[src/hw/cnt_table_pkg.sv]
package cnt_table_pkg;

    // Table geometry
    localparam int N_ENTRIES = 32;
    localparam int IDX_BITS = $clog2(N_ENTRIES);

    // Counters are wider than a single request amount so that they can accumulate
    localparam int CNT_BITS = 20;
    localparam int AMT_BITS = 16;

    // Operation codes carried on the host port
    localparam int OP_BITS = 2;
    localparam logic [OP_BITS-1:0] OP_ADD = 2'd0;
    localparam logic [OP_BITS-1:0] OP_READ = 2'd1;
    localparam logic [OP_BITS-1:0] OP_CLEAR = 2'd2;
    localparam logic [OP_BITS-1:0] OP_SET = 2'd3;

    // Saturation limit of an add
    localparam logic [CNT_BITS-1:0] CNT_MAX = '1;

    // Cycles from a read address on the RAM port to valid read data
    localparam int READ_LATENCY = 2;

    // Controller state encoding
    localparam int ST_BITS = 3;
    localparam logic [ST_BITS-1:0] ST_IDLE = 3'd0;
    localparam logic [ST_BITS-1:0] ST_LOOKUP = 3'd1;
    localparam logic [ST_BITS-1:0] ST_UPDATE = 3'd2;
    localparam logic [ST_BITS-1:0] ST_ACK = 3'd3;
    localparam logic [ST_BITS-1:0] ST_RELEASE = 3'd4;

endpackage

[src/hw/ram_port_if.sv]
interface ram_port_if;

    // Write port, a write lands on the edge where wen is high
    logic                               wen;
    logic [cnt_table_pkg::IDX_BITS-1:0] waddr;
    logic [cnt_table_pkg::CNT_BITS-1:0] wdata;

    // Read port, rdata follows raddr by READ_LATENCY cycles
    logic [cnt_table_pkg::IDX_BITS-1:0] raddr;
    logic [cnt_table_pkg::CNT_BITS-1:0] rdata;

    // Side that issues reads and writes
    modport ctrl (
        output wen,
        output waddr,
        output wdata,
        output raddr,
        input  rdata
    );

    // Side that holds the storage
    modport ram (
        input  wen,
        input  waddr,
        input  wdata,
        input  raddr,
        output rdata
    );

endinterface

[src/hw/sdp_ram.sv]
module sdp_ram (
    input  logic    clk,
    ram_port_if.ram port
);

    // Storage array, inferred as block RAM
    logic [cnt_table_pkg::CNT_BITS-1:0] mem [cnt_table_pkg::N_ENTRIES];

    // Write delay stage in front of the array
    logic                               c_wen;
    logic [cnt_table_pkg::IDX_BITS-1:0] c_waddr;
    logic [cnt_table_pkg::CNT_BITS-1:0] c_wdata;

    // Copy of the delayed write one cycle later, lined up with the registered read address
    logic                               c_wen_q;
    logic [cnt_table_pkg::IDX_BITS-1:0] c_waddr_q;
    logic [cnt_table_pkg::IDX_BITS-1:0] raddr_q;

    // Array output and the final output register
    logic [cnt_table_pkg::CNT_BITS-1:0] mem_q;
    logic [cnt_table_pkg::CNT_BITS-1:0] rd_q;

    // Bypass tracking, one entry per read stage
    logic                                   addr_match;
    logic [cnt_table_pkg::READ_LATENCY-1:1] match_q;
    logic [cnt_table_pkg::CNT_BITS-1:0]     wdata_hist [cnt_table_pkg::READ_LATENCY];

    // Every write spends one cycle in the delay stage before it reaches the array
    always_ff @(posedge clk)
    begin
        c_wen <= port.wen;
        c_waddr <= port.waddr;
        c_wdata <= port.wdata;
        c_wen_q <= c_wen;
        c_waddr_q <= c_waddr;
    end

    // Synchronous read in the same block as the write, so a read and a write to
    // the same address on one edge return the old data
    always_ff @(posedge clk)
    begin
        if (c_wen)
        begin
            mem[c_waddr] <= c_wdata;
        end
        mem_q <= mem[port.raddr];
    end

    // The address register keeps the read address for the bypass compare,
    // and the output register gives the second read stage
    always_ff @(posedge clk)
    begin
        raddr_q <= port.raddr;
        rd_q <= mem_q;
    end

    // A write that landed on the same edge as the array read was missed by that read
    assign addr_match = c_wen_q && (c_waddr_q == raddr_q);

    // Carry the match and the write data along with the read until the output stage
    always_ff @(posedge clk)
    begin
        match_q[1] <= addr_match;
        wdata_hist[0] <= c_wdata;
        for (int i = 1; i < cnt_table_pkg::READ_LATENCY; i++)
        begin
            wdata_hist[i] <= wdata_hist[i-1];
        end
        for (int i = 2; i < cnt_table_pkg::READ_LATENCY; i++)
        begin
            match_q[i] <= match_q[i-1];
        end
    end

    // Recorded write data replaces the stale array output
    assign port.rdata = match_q[cnt_table_pkg::READ_LATENCY-1] ?
                        wdata_hist[cnt_table_pkg::READ_LATENCY-1] : rd_q;

    // The write enable comes from the controller through the init mux, and the
    // array and both delay stages go wrong on an unknown value. The first edge
    // is skipped since the driving flops are only set by that reset edge
    wen_known: assert property (@(posedge clk) ##1 !$isunknown(port.wen))
        else $error("RAM write enable is unknown");

endmodule

[src/hw/sdp_ram_init.sv]
module sdp_ram_init (
    input  logic    clk,
    input  logic    reset,
    output logic    rdy,
    ram_port_if.ram user
);

    // The port toward the RAM itself carries either sweep writes or user writes
    ram_port_if ram_if ();

    // Next address to clear during the sweep
    logic [cnt_table_pkg::IDX_BITS-1:0] sweep_addr;

    sdp_ram ram_inst (
        .clk  (clk),
        .port (ram_if.ram)
    );

    // The sweep owns the write port until it has cleared every entry
    assign ram_if.wen = rdy ? user.wen : 1'b1;
    assign ram_if.waddr = rdy ? user.waddr : sweep_addr;
    assign ram_if.wdata = rdy ? user.wdata : '0;

    // Reads are never blocked because the controller waits on rdy before it issues any
    assign ram_if.raddr = user.raddr;
    assign user.rdata = ram_if.rdata;

    // The sweep clears one entry per cycle and sets rdy on the edge that writes the last entry
    always_ff @(posedge clk)
    begin
        if (reset)
        begin
            rdy <= 1'b0;
            sweep_addr <= '0;
        end
        else if (!rdy)
        begin
            sweep_addr <= sweep_addr + 1'b1;
            rdy <= (sweep_addr == (cnt_table_pkg::N_ENTRIES - 1));
        end
    end

    // Once the table is ready it stays ready until the next reset
    rdy_sticky: assert property (@(posedge clk) $fell(rdy) |-> $past(reset))
        else $error("rdy dropped without a reset");

    // The sweep address only moves forward while rdy is low, so it comes back
    // to zero only if the sweep runs past the last entry of the table
    sweep_in_range: assert property (
        @(posedge clk) disable iff (reset)
        (!rdy && !$past(rdy) && !$past(reset)) |-> (sweep_addr != '0)
    )
        else $error("init sweep ran past the last entry");

endmodule

[src/hw/cnt_update.sv]
module cnt_update (
    input  logic [cnt_table_pkg::OP_BITS-1:0]  op,
    input  logic [cnt_table_pkg::AMT_BITS-1:0] amount,
    input  logic [cnt_table_pkg::CNT_BITS-1:0] old_value,
    output logic [cnt_table_pkg::CNT_BITS-1:0] new_value,
    output logic                               write_back,
    output logic                               saturated
);

    // One extra bit catches the carry out of the counter width
    logic [cnt_table_pkg::CNT_BITS:0]   sum;
    logic [cnt_table_pkg::CNT_BITS-1:0] amount_ext;

    // The amount is narrower than a counter and is always taken as unsigned
    assign amount_ext = {{(cnt_table_pkg::CNT_BITS - cnt_table_pkg::AMT_BITS){1'b0}}, amount};
    assign sum = {1'b0, old_value} + {1'b0, amount_ext};

    // Reads leave the entry alone and skip the write slot
    assign write_back = (op != cnt_table_pkg::OP_READ);

    always_comb
    begin
        new_value = old_value;
        saturated = 1'b0;
        case (op)
            cnt_table_pkg::OP_ADD:
            begin
                // A carry means the true sum is past the limit, so clip it
                if (sum[cnt_table_pkg::CNT_BITS])
                begin
                    new_value = cnt_table_pkg::CNT_MAX;
                    saturated = 1'b1;
                end
                else
                begin
                    new_value = sum[cnt_table_pkg::CNT_BITS-1:0];
                end
            end
            cnt_table_pkg::OP_CLEAR:
            begin
                new_value = '0;
            end
            cnt_table_pkg::OP_SET:
            begin
                new_value = amount_ext;
            end
            default:
            begin
                new_value = old_value;
            end
        endcase
    end

endmodule

[src/hw/cnt_table_ctrl.sv]
module cnt_table_ctrl (
    input  logic                               clk,
    input  logic                               reset,
    input  logic                               rdy,
    input  logic                               req,
    input  logic [cnt_table_pkg::OP_BITS-1:0]  op,
    input  logic [cnt_table_pkg::IDX_BITS-1:0] index,
    input  logic [cnt_table_pkg::AMT_BITS-1:0] amount,
    output logic                               ack,
    output logic [cnt_table_pkg::CNT_BITS-1:0] result,
    output logic                               saturated,
    ram_port_if.ctrl                           ram
);

    logic [cnt_table_pkg::ST_BITS-1:0] state;

    // Counts the cycles spent waiting for read data
    logic [$clog2(cnt_table_pkg::READ_LATENCY + 1)-1:0] lookup_cnt;

    // Request fields captured on acceptance
    logic [cnt_table_pkg::OP_BITS-1:0]  op_q;
    logic [cnt_table_pkg::IDX_BITS-1:0] idx_q;
    logic [cnt_table_pkg::AMT_BITS-1:0] amt_q;

    // Outputs of the update datapath
    logic [cnt_table_pkg::CNT_BITS-1:0] new_value;
    logic                               write_back;
    logic                               upd_saturated;

    logic accept;

    // A request held before the table is ready simply waits here
    assign accept = (state == cnt_table_pkg::ST_IDLE) && rdy && req;

    cnt_update update_inst (
        .op         (op_q),
        .amount     (amt_q),
        .old_value  (ram.rdata),
        .new_value  (new_value),
        .write_back (write_back),
        .saturated  (upd_saturated)
    );

    // Read and write both target the latched index
    assign ram.raddr = idx_q;
    assign ram.waddr = idx_q;
    assign ram.wdata = new_value;

    // The write goes out in the single cycle where the old value is on rdata
    assign ram.wen = (state == cnt_table_pkg::ST_UPDATE) && write_back;

    always_ff @(posedge clk)
    begin
        if (reset)
        begin
            state <= cnt_table_pkg::ST_IDLE;
            lookup_cnt <= '0;
            ack <= 1'b0;
        end
        else
        begin
            case (state)
                cnt_table_pkg::ST_IDLE:
                begin
                    if (accept)
                    begin
                        state <= cnt_table_pkg::ST_LOOKUP;
                        lookup_cnt <= '0;
                    end
                end
                cnt_table_pkg::ST_LOOKUP:
                begin
                    // raddr went out in the first lookup cycle
                    lookup_cnt <= lookup_cnt + 1'b1;
                    if (lookup_cnt == (cnt_table_pkg::READ_LATENCY - 1))
                    begin
                        state <= cnt_table_pkg::ST_UPDATE;
                    end
                end
                cnt_table_pkg::ST_UPDATE:
                begin
                    state <= cnt_table_pkg::ST_ACK;
                    ack <= 1'b1;
                end
                cnt_table_pkg::ST_ACK:
                begin
                    // Result stays put while the host keeps req high
                    if (!req)
                    begin
                        state <= cnt_table_pkg::ST_RELEASE;
                    end
                end
                cnt_table_pkg::ST_RELEASE:
                begin
                    ack <= 1'b0;
                    state <= cnt_table_pkg::ST_IDLE;
                end
                default:
                begin
                    state <= cnt_table_pkg::ST_IDLE;
                end
            endcase
        end
    end

    // Request fields and the returned old value
    always_ff @(posedge clk)
    begin
        if (accept)
        begin
            op_q <= op;
            idx_q <= index;
            amt_q <= amount;
        end
        if (state == cnt_table_pkg::ST_UPDATE)
        begin
            result <= ram.rdata;
            saturated <= upd_saturated;
        end
    end

    // The host keeps req high until it sees ack, so ack only rises under a live request
    ack_needs_req: assert property (@(posedge clk) disable iff (reset) $rose(ack) |-> req)
        else $error("ack rose without a request");

    // The only write of a request goes out in the update cycle, which is
    // READ_LATENCY + 1 edges after the edge that accepted the request
    wen_in_update: assert property (
        @(posedge clk) disable iff (reset)
        ram.wen |-> $past(accept, cnt_table_pkg::READ_LATENCY + 1)
    )
        else $error("RAM write issued outside the update cycle");

endmodule

[src/hw/cnt_table_top.sv]
module cnt_table_top (
    input  logic                               clk,
    input  logic                               reset,
    input  logic                               req,
    input  logic [cnt_table_pkg::OP_BITS-1:0]  op,
    input  logic [cnt_table_pkg::IDX_BITS-1:0] index,
    input  logic [cnt_table_pkg::AMT_BITS-1:0] amount,
    output logic                               ack,
    output logic                               rdy,
    output logic                               saturated,
    output logic [cnt_table_pkg::CNT_BITS-1:0] result
);

    // Controller side of the RAM, the wrapper adds the init sweep behind it
    ram_port_if ctrl_ram_if ();

    // Handshake, sequencing and result capture
    cnt_table_ctrl ctrl_inst (
        .clk       (clk),
        .reset     (reset),
        .rdy       (rdy),
        .req       (req),
        .op        (op),
        .index     (index),
        .amount    (amount),
        .ack       (ack),
        .result    (result),
        .saturated (saturated),
        .ram       (ctrl_ram_if.ctrl)
    );

    // Counter storage, cleared after every reset
    sdp_ram_init ram_init_inst (
        .clk   (clk),
        .reset (reset),
        .rdy   (rdy),
        .user  (ctrl_ram_if.ram)
    );

endmodule

[config.mk]
export PLATFORM = sky130hd
export DESIGN_NAME = cnt_table_top
export DESIGN_NICKNAME = d
export VERILOG_FILES = /design/src/hw/cnt_table_pkg.sv /design/src/hw/ram_port_if.sv /design/src/hw/sdp_ram.sv /design/src/hw/sdp_ram_init.sv /design/src/hw/cnt_update.sv /design/src/hw/cnt_table_ctrl.sv /design/src/hw/cnt_table_top.sv
export SDC_FILE = /design/constraint.sdc
export NUM_CORES = 1
export LEC_CHECK = 0
export ABC_AREA = 1
export BUFFER_PORTS_ARGS = -buffer_cell sky130_fd_sc_hd__buf_2
export CORE_MARGIN = 4
export CORE_UTILIZATION = 40
export CTS_BUF_LIST = sky130_fd_sc_hd__clkbuf_8
export CTS_CLUSTER_SIZE = 28
export DETAILED_ROUTE_END_ITERATION = 8
export PLACE_DENSITY = 0.59
export SLEW_MARGIN = 20
export SYNTH_ARGS = -nofsm -noshare
export SYNTH_HDL_FRONTEND = slang
export SYNTH_SLANG_ARGS = --single-unit
[constraint.sdc]
create_clock -name clk -period 3.65 [get_ports clk]
set_input_delay 0 -clock clk [delete_from_list [all_inputs] [get_ports clk]]
set_output_delay 0 -clock clk [all_outputs]
set_load 0.01 [all_outputs]
==> results_dict.tcl <==
set metrics [dict create \
    status "complete, no violations" \
    critical-path-slowest-cell "dfxtp_1" \
    drtIter0Drc 1833 \
    crit_family "simple AND/OR/NAND/NOR gates" \
    synth_fp_nets 2495 \
    ant_nets 0 \
    multiInputGateArea_sq_um 7181 \
    yosysSeqAreaShare 0.7422 \
    fin_total_pwr_mw 17.90 \
    ir_worst_vdd_uv 366.6 \
    cap_violations 0 \
    ioPinCount 49 \
    drv_slew 0 \
    num_rows 102 \
    synthCells 2449 \
    grt_usage 0.1985 \
    maxSlewHeadroom 0.2184 \
    antenna_found_initial 2 \
    synthesis.area_sq_um 31180 \
    end_kind "flip-flop" \
    regArea_sq_um 23150 \
    vias 20580 \
    fp.coreArea_sq_um 77340 \
    drc 0 \
    dieHeight_microns 287.2 \
    grt_pass1_vias 20440 \
    synth_area_leaders "edfxtp_1, dfxtp_1, o21ai_0" \
    grt-ovfl-total 0 \
    hold_class "input port to flip-flop" \
    drt_wl_total_mm 82.73 \
    synth_edf_count 684 \
    tns_ns 0 \
    area_growth_pct 15.43 \
    fin_worst_skew_ns 0.02825 \
    critPathMaxStageDelay_ns 0.52 \
    cts-root-buf "clkbuf_8" \
    layout_commonest_cell "edfxtp_1" \
    yosys_warnings 0 \
    synth.avg_cell_area_sq_um 12.73 \
    vias_per_cell 5.478 \
    synth_top_area_frac 0.6587 \
    drive_gt1_frac 0.1322 \
    worst_pin_slew_ns 1.171 \
    first_pass_iters 6 \
    synthArstFlopShare 0 \
    grt_pass1_wl_mm 123.6 \
    cts_buffer_depth 3 \
    setup-violations-final 0 \
    period_needed_ns 3.164 \
    cp_data_required_time_ns 4.32 \
    initial_utilization 0.4032 \
    mostFrequentLayoutCells "edfxtp_1, nor2_1, o21ai_0" \
    rsz0062_at_grt "no" \
    critical_path.most_common_cell "nand2_1" \
    num-nets-final 2655 \
    crit_fanout 10 \
    htreeDepth 4 \
    clk_latency_ns 0.79 \
    nFillCells 6871 \
    post-route-period-util 0.8667 \
    gp_congestion 0.9231 \
    die_width_microns 287.2 \
    port_buffers 48 \
    cts.reportedPaths.clkPinSlew_ns 0.06 \
    detailed_place_hpwl_mm 45.31 \
    cts.sink_count 814 \
    path_cells "clkinv_1, nand2_1, nand2_1, ha_1, fa_1, nand3_1, nand3_1, nand2_1, nand2_1, nand2_1, nand2_2, nand2_4, clkinv_2, o21ai_0, inv_1" \
    max_freq_mhz 316.1 \
    yosys.area.top_type "edfxtp_1" \
    ys_seq_elements 814 \
    tritoncts "built" \
    wl_per_cell_microns 22.02 \
    path_buf_inv 3 \
    dieArea_sq_um 82490 \
    critPathLaunchType "flip-flop" \
    synth_ff_type "edfxtp_1" \
    synth.distinct_cells 41 \
    grt_max_degree 130 \
    cp.arrival_ns 3.84 \
    crit_type "flip-flop to flip-flop" \
    power_density_nw_per_um2 497.2 \
    cts_buffers 133 \
    p_leak_nw 13.10 \
    hold_violations 0 \
]
logic make-up (layout without fill, tap and decap cells):
kind of cell,count (synthesis),after routing,share of synthesized area
xor gates and xnor gates,6,6,0.001685
adders and majority gates,20,20,0.008266
AOI/OAI and AO/OA,611,611,0.1158
buffers and inverters,239,506,0.03037
other,0,1,0
DFF,814,814,0.7422
and+or+nand+nor,759,759,0.1017
cell type report:
cell class | count | share of cell area
Tap cell | 1040 | 0.03615
Clock buffer | 150 | 0.05736
Clock inverter | 92 | 0.01415
Antenna cell | 1 | 0.00006952
Multi-Input combinational cell | 1396 | 0.1995
Inverter | 93 | 0.01001
Sequential cell | 814 | 0.6431
Timing Repair Buffer | 171 | 0.03963
layer usage:
layer | wire (microns) | track usage
met3 | 6778 | 0.05226
met1 | 34860 | 0.2621
met5 | 13 | 0
met4 | 1916 | 0.06680
met2 | 39160 | 0.3203
flip-flops by register name (all words and copies together), names as in the netlist:
register / count
ram_init_inst.ram_inst.match_q: 1
ctrl_inst.ack: 1
ctrl_inst.lookup_cnt: 2
ram_init_inst.ram_inst.mem: 640
ctrl_inst.ram.raddr: 5
ram_init_inst.ram_inst.c_wen: 1
ram_init_inst.ram_inst.c_waddr_q: 5
ram_init_inst.ram_inst.wdata_hist: 40
ctrl_inst.state: 3
ctrl_inst.op_q: 2
ram_init_inst.ram_inst.mem_q: 20
ram_init_inst.ram_inst.c_wen_q: 1
ram_init_inst.rdy: 1
ram_init_inst.ram_inst.c_wdata: 20
ctrl_inst.result: 20
ctrl_inst.amt_q: 16
ram_init_inst.sweep_addr: 5
ram_init_inst.ram_inst.raddr_q: 5
ram_init_inst.ram_inst.c_waddr: 5
ram_init_inst.ram_inst.rd_q: 20
ctrl_inst.saturated: 1
stage by stage:
stage | utilization | hold WS [ns] | cells | setup WS [ns] | area, sq um
final | 0.4654 | 0.08754 | 3757 | 0.4864 | 35990
after detailed placement | 0.4255 | 0.1783 | 3464 | 0.4964 | 32910
after floorplan | - | 0.09887 | 2449 | 0.8270 | 31180
after CTS | 0.4653 | 0.02176 | 3756 | 0.5053 | 35990
after global placement | 0.4255 | 0.1784 | 3464 | 0.5515 | 32910
after global routing | 0.4654 | 0.07231 | 3756 | 0.1329 | 35990
tightest hold or removal path, stage by stage:
cell           delay, ns
dlygate4sd3_1       0.53
buf_2               0.13
nand2_1             0.08
a21oi_1             0.06
cells in the mapped netlist (8+ instances only):
| library cell | n |
|---|---|
| nand3_1 | 145 |
| a21oi_1 | 78 |
| edfxtp_1 | 684 |
| inv_1 | 88 |
| ha_1 | 19 |
| nand2_1 | 175 |
| buf_2 | 15 |
| nor3_1 | 8 |
| and2_1 | 21 |
| nor2_1 | 390 |
| clkbuf_1 | 115 |
| o221ai_1 | 122 |
| o22ai_1 | 20 |
| buf_1 | 9 |
| o21ai_0 | 354 |
| o21ai_1 | 12 |
| dfxtp_1 | 130 |
path summary, 6_finish.rpt:
kind	from	slack, ns	cells past startpoint	end
worst max-delay path	ram_init_inst.ram_inst.match_q$_DFF_P_	0.49	15	ram_init_inst.ram_inst.c_wdata[8]$_SDFF_PN0_
worst min-delay path	req	0.09	4	ctrl_inst.state[1]$_SDFFE_PP0P_
worst max register to register	ram_init_inst.ram_inst.match_q$_DFF_P_	0.49	15	ram_init_inst.ram_inst.c_wdata[8]$_SDFF_PN0_
worst min register to register	ram_init_inst.ram_inst.wdata_hist[0][7]$_DFF_P_	0.31	0	ram_init_inst.ram_inst.wdata_hist[0][27]$_DFF_P_
where the power goes:
part	switching [mW]	total, mW	internal (mW)
Combinational	0.133	0.210	0.0770
Sequential	0.0239	10.1	10.0
Clock	3.58	7.63	4.05
what timing repair did:
item	in CTS	in global routing
resized for setup	0	0
setup endpoints to repair	0	0
hold buffers	50	0
endpoints found under the hold margin	58	0
setup buffers	0	0
No activity file was read; power rests on OpenSTA's default activity.
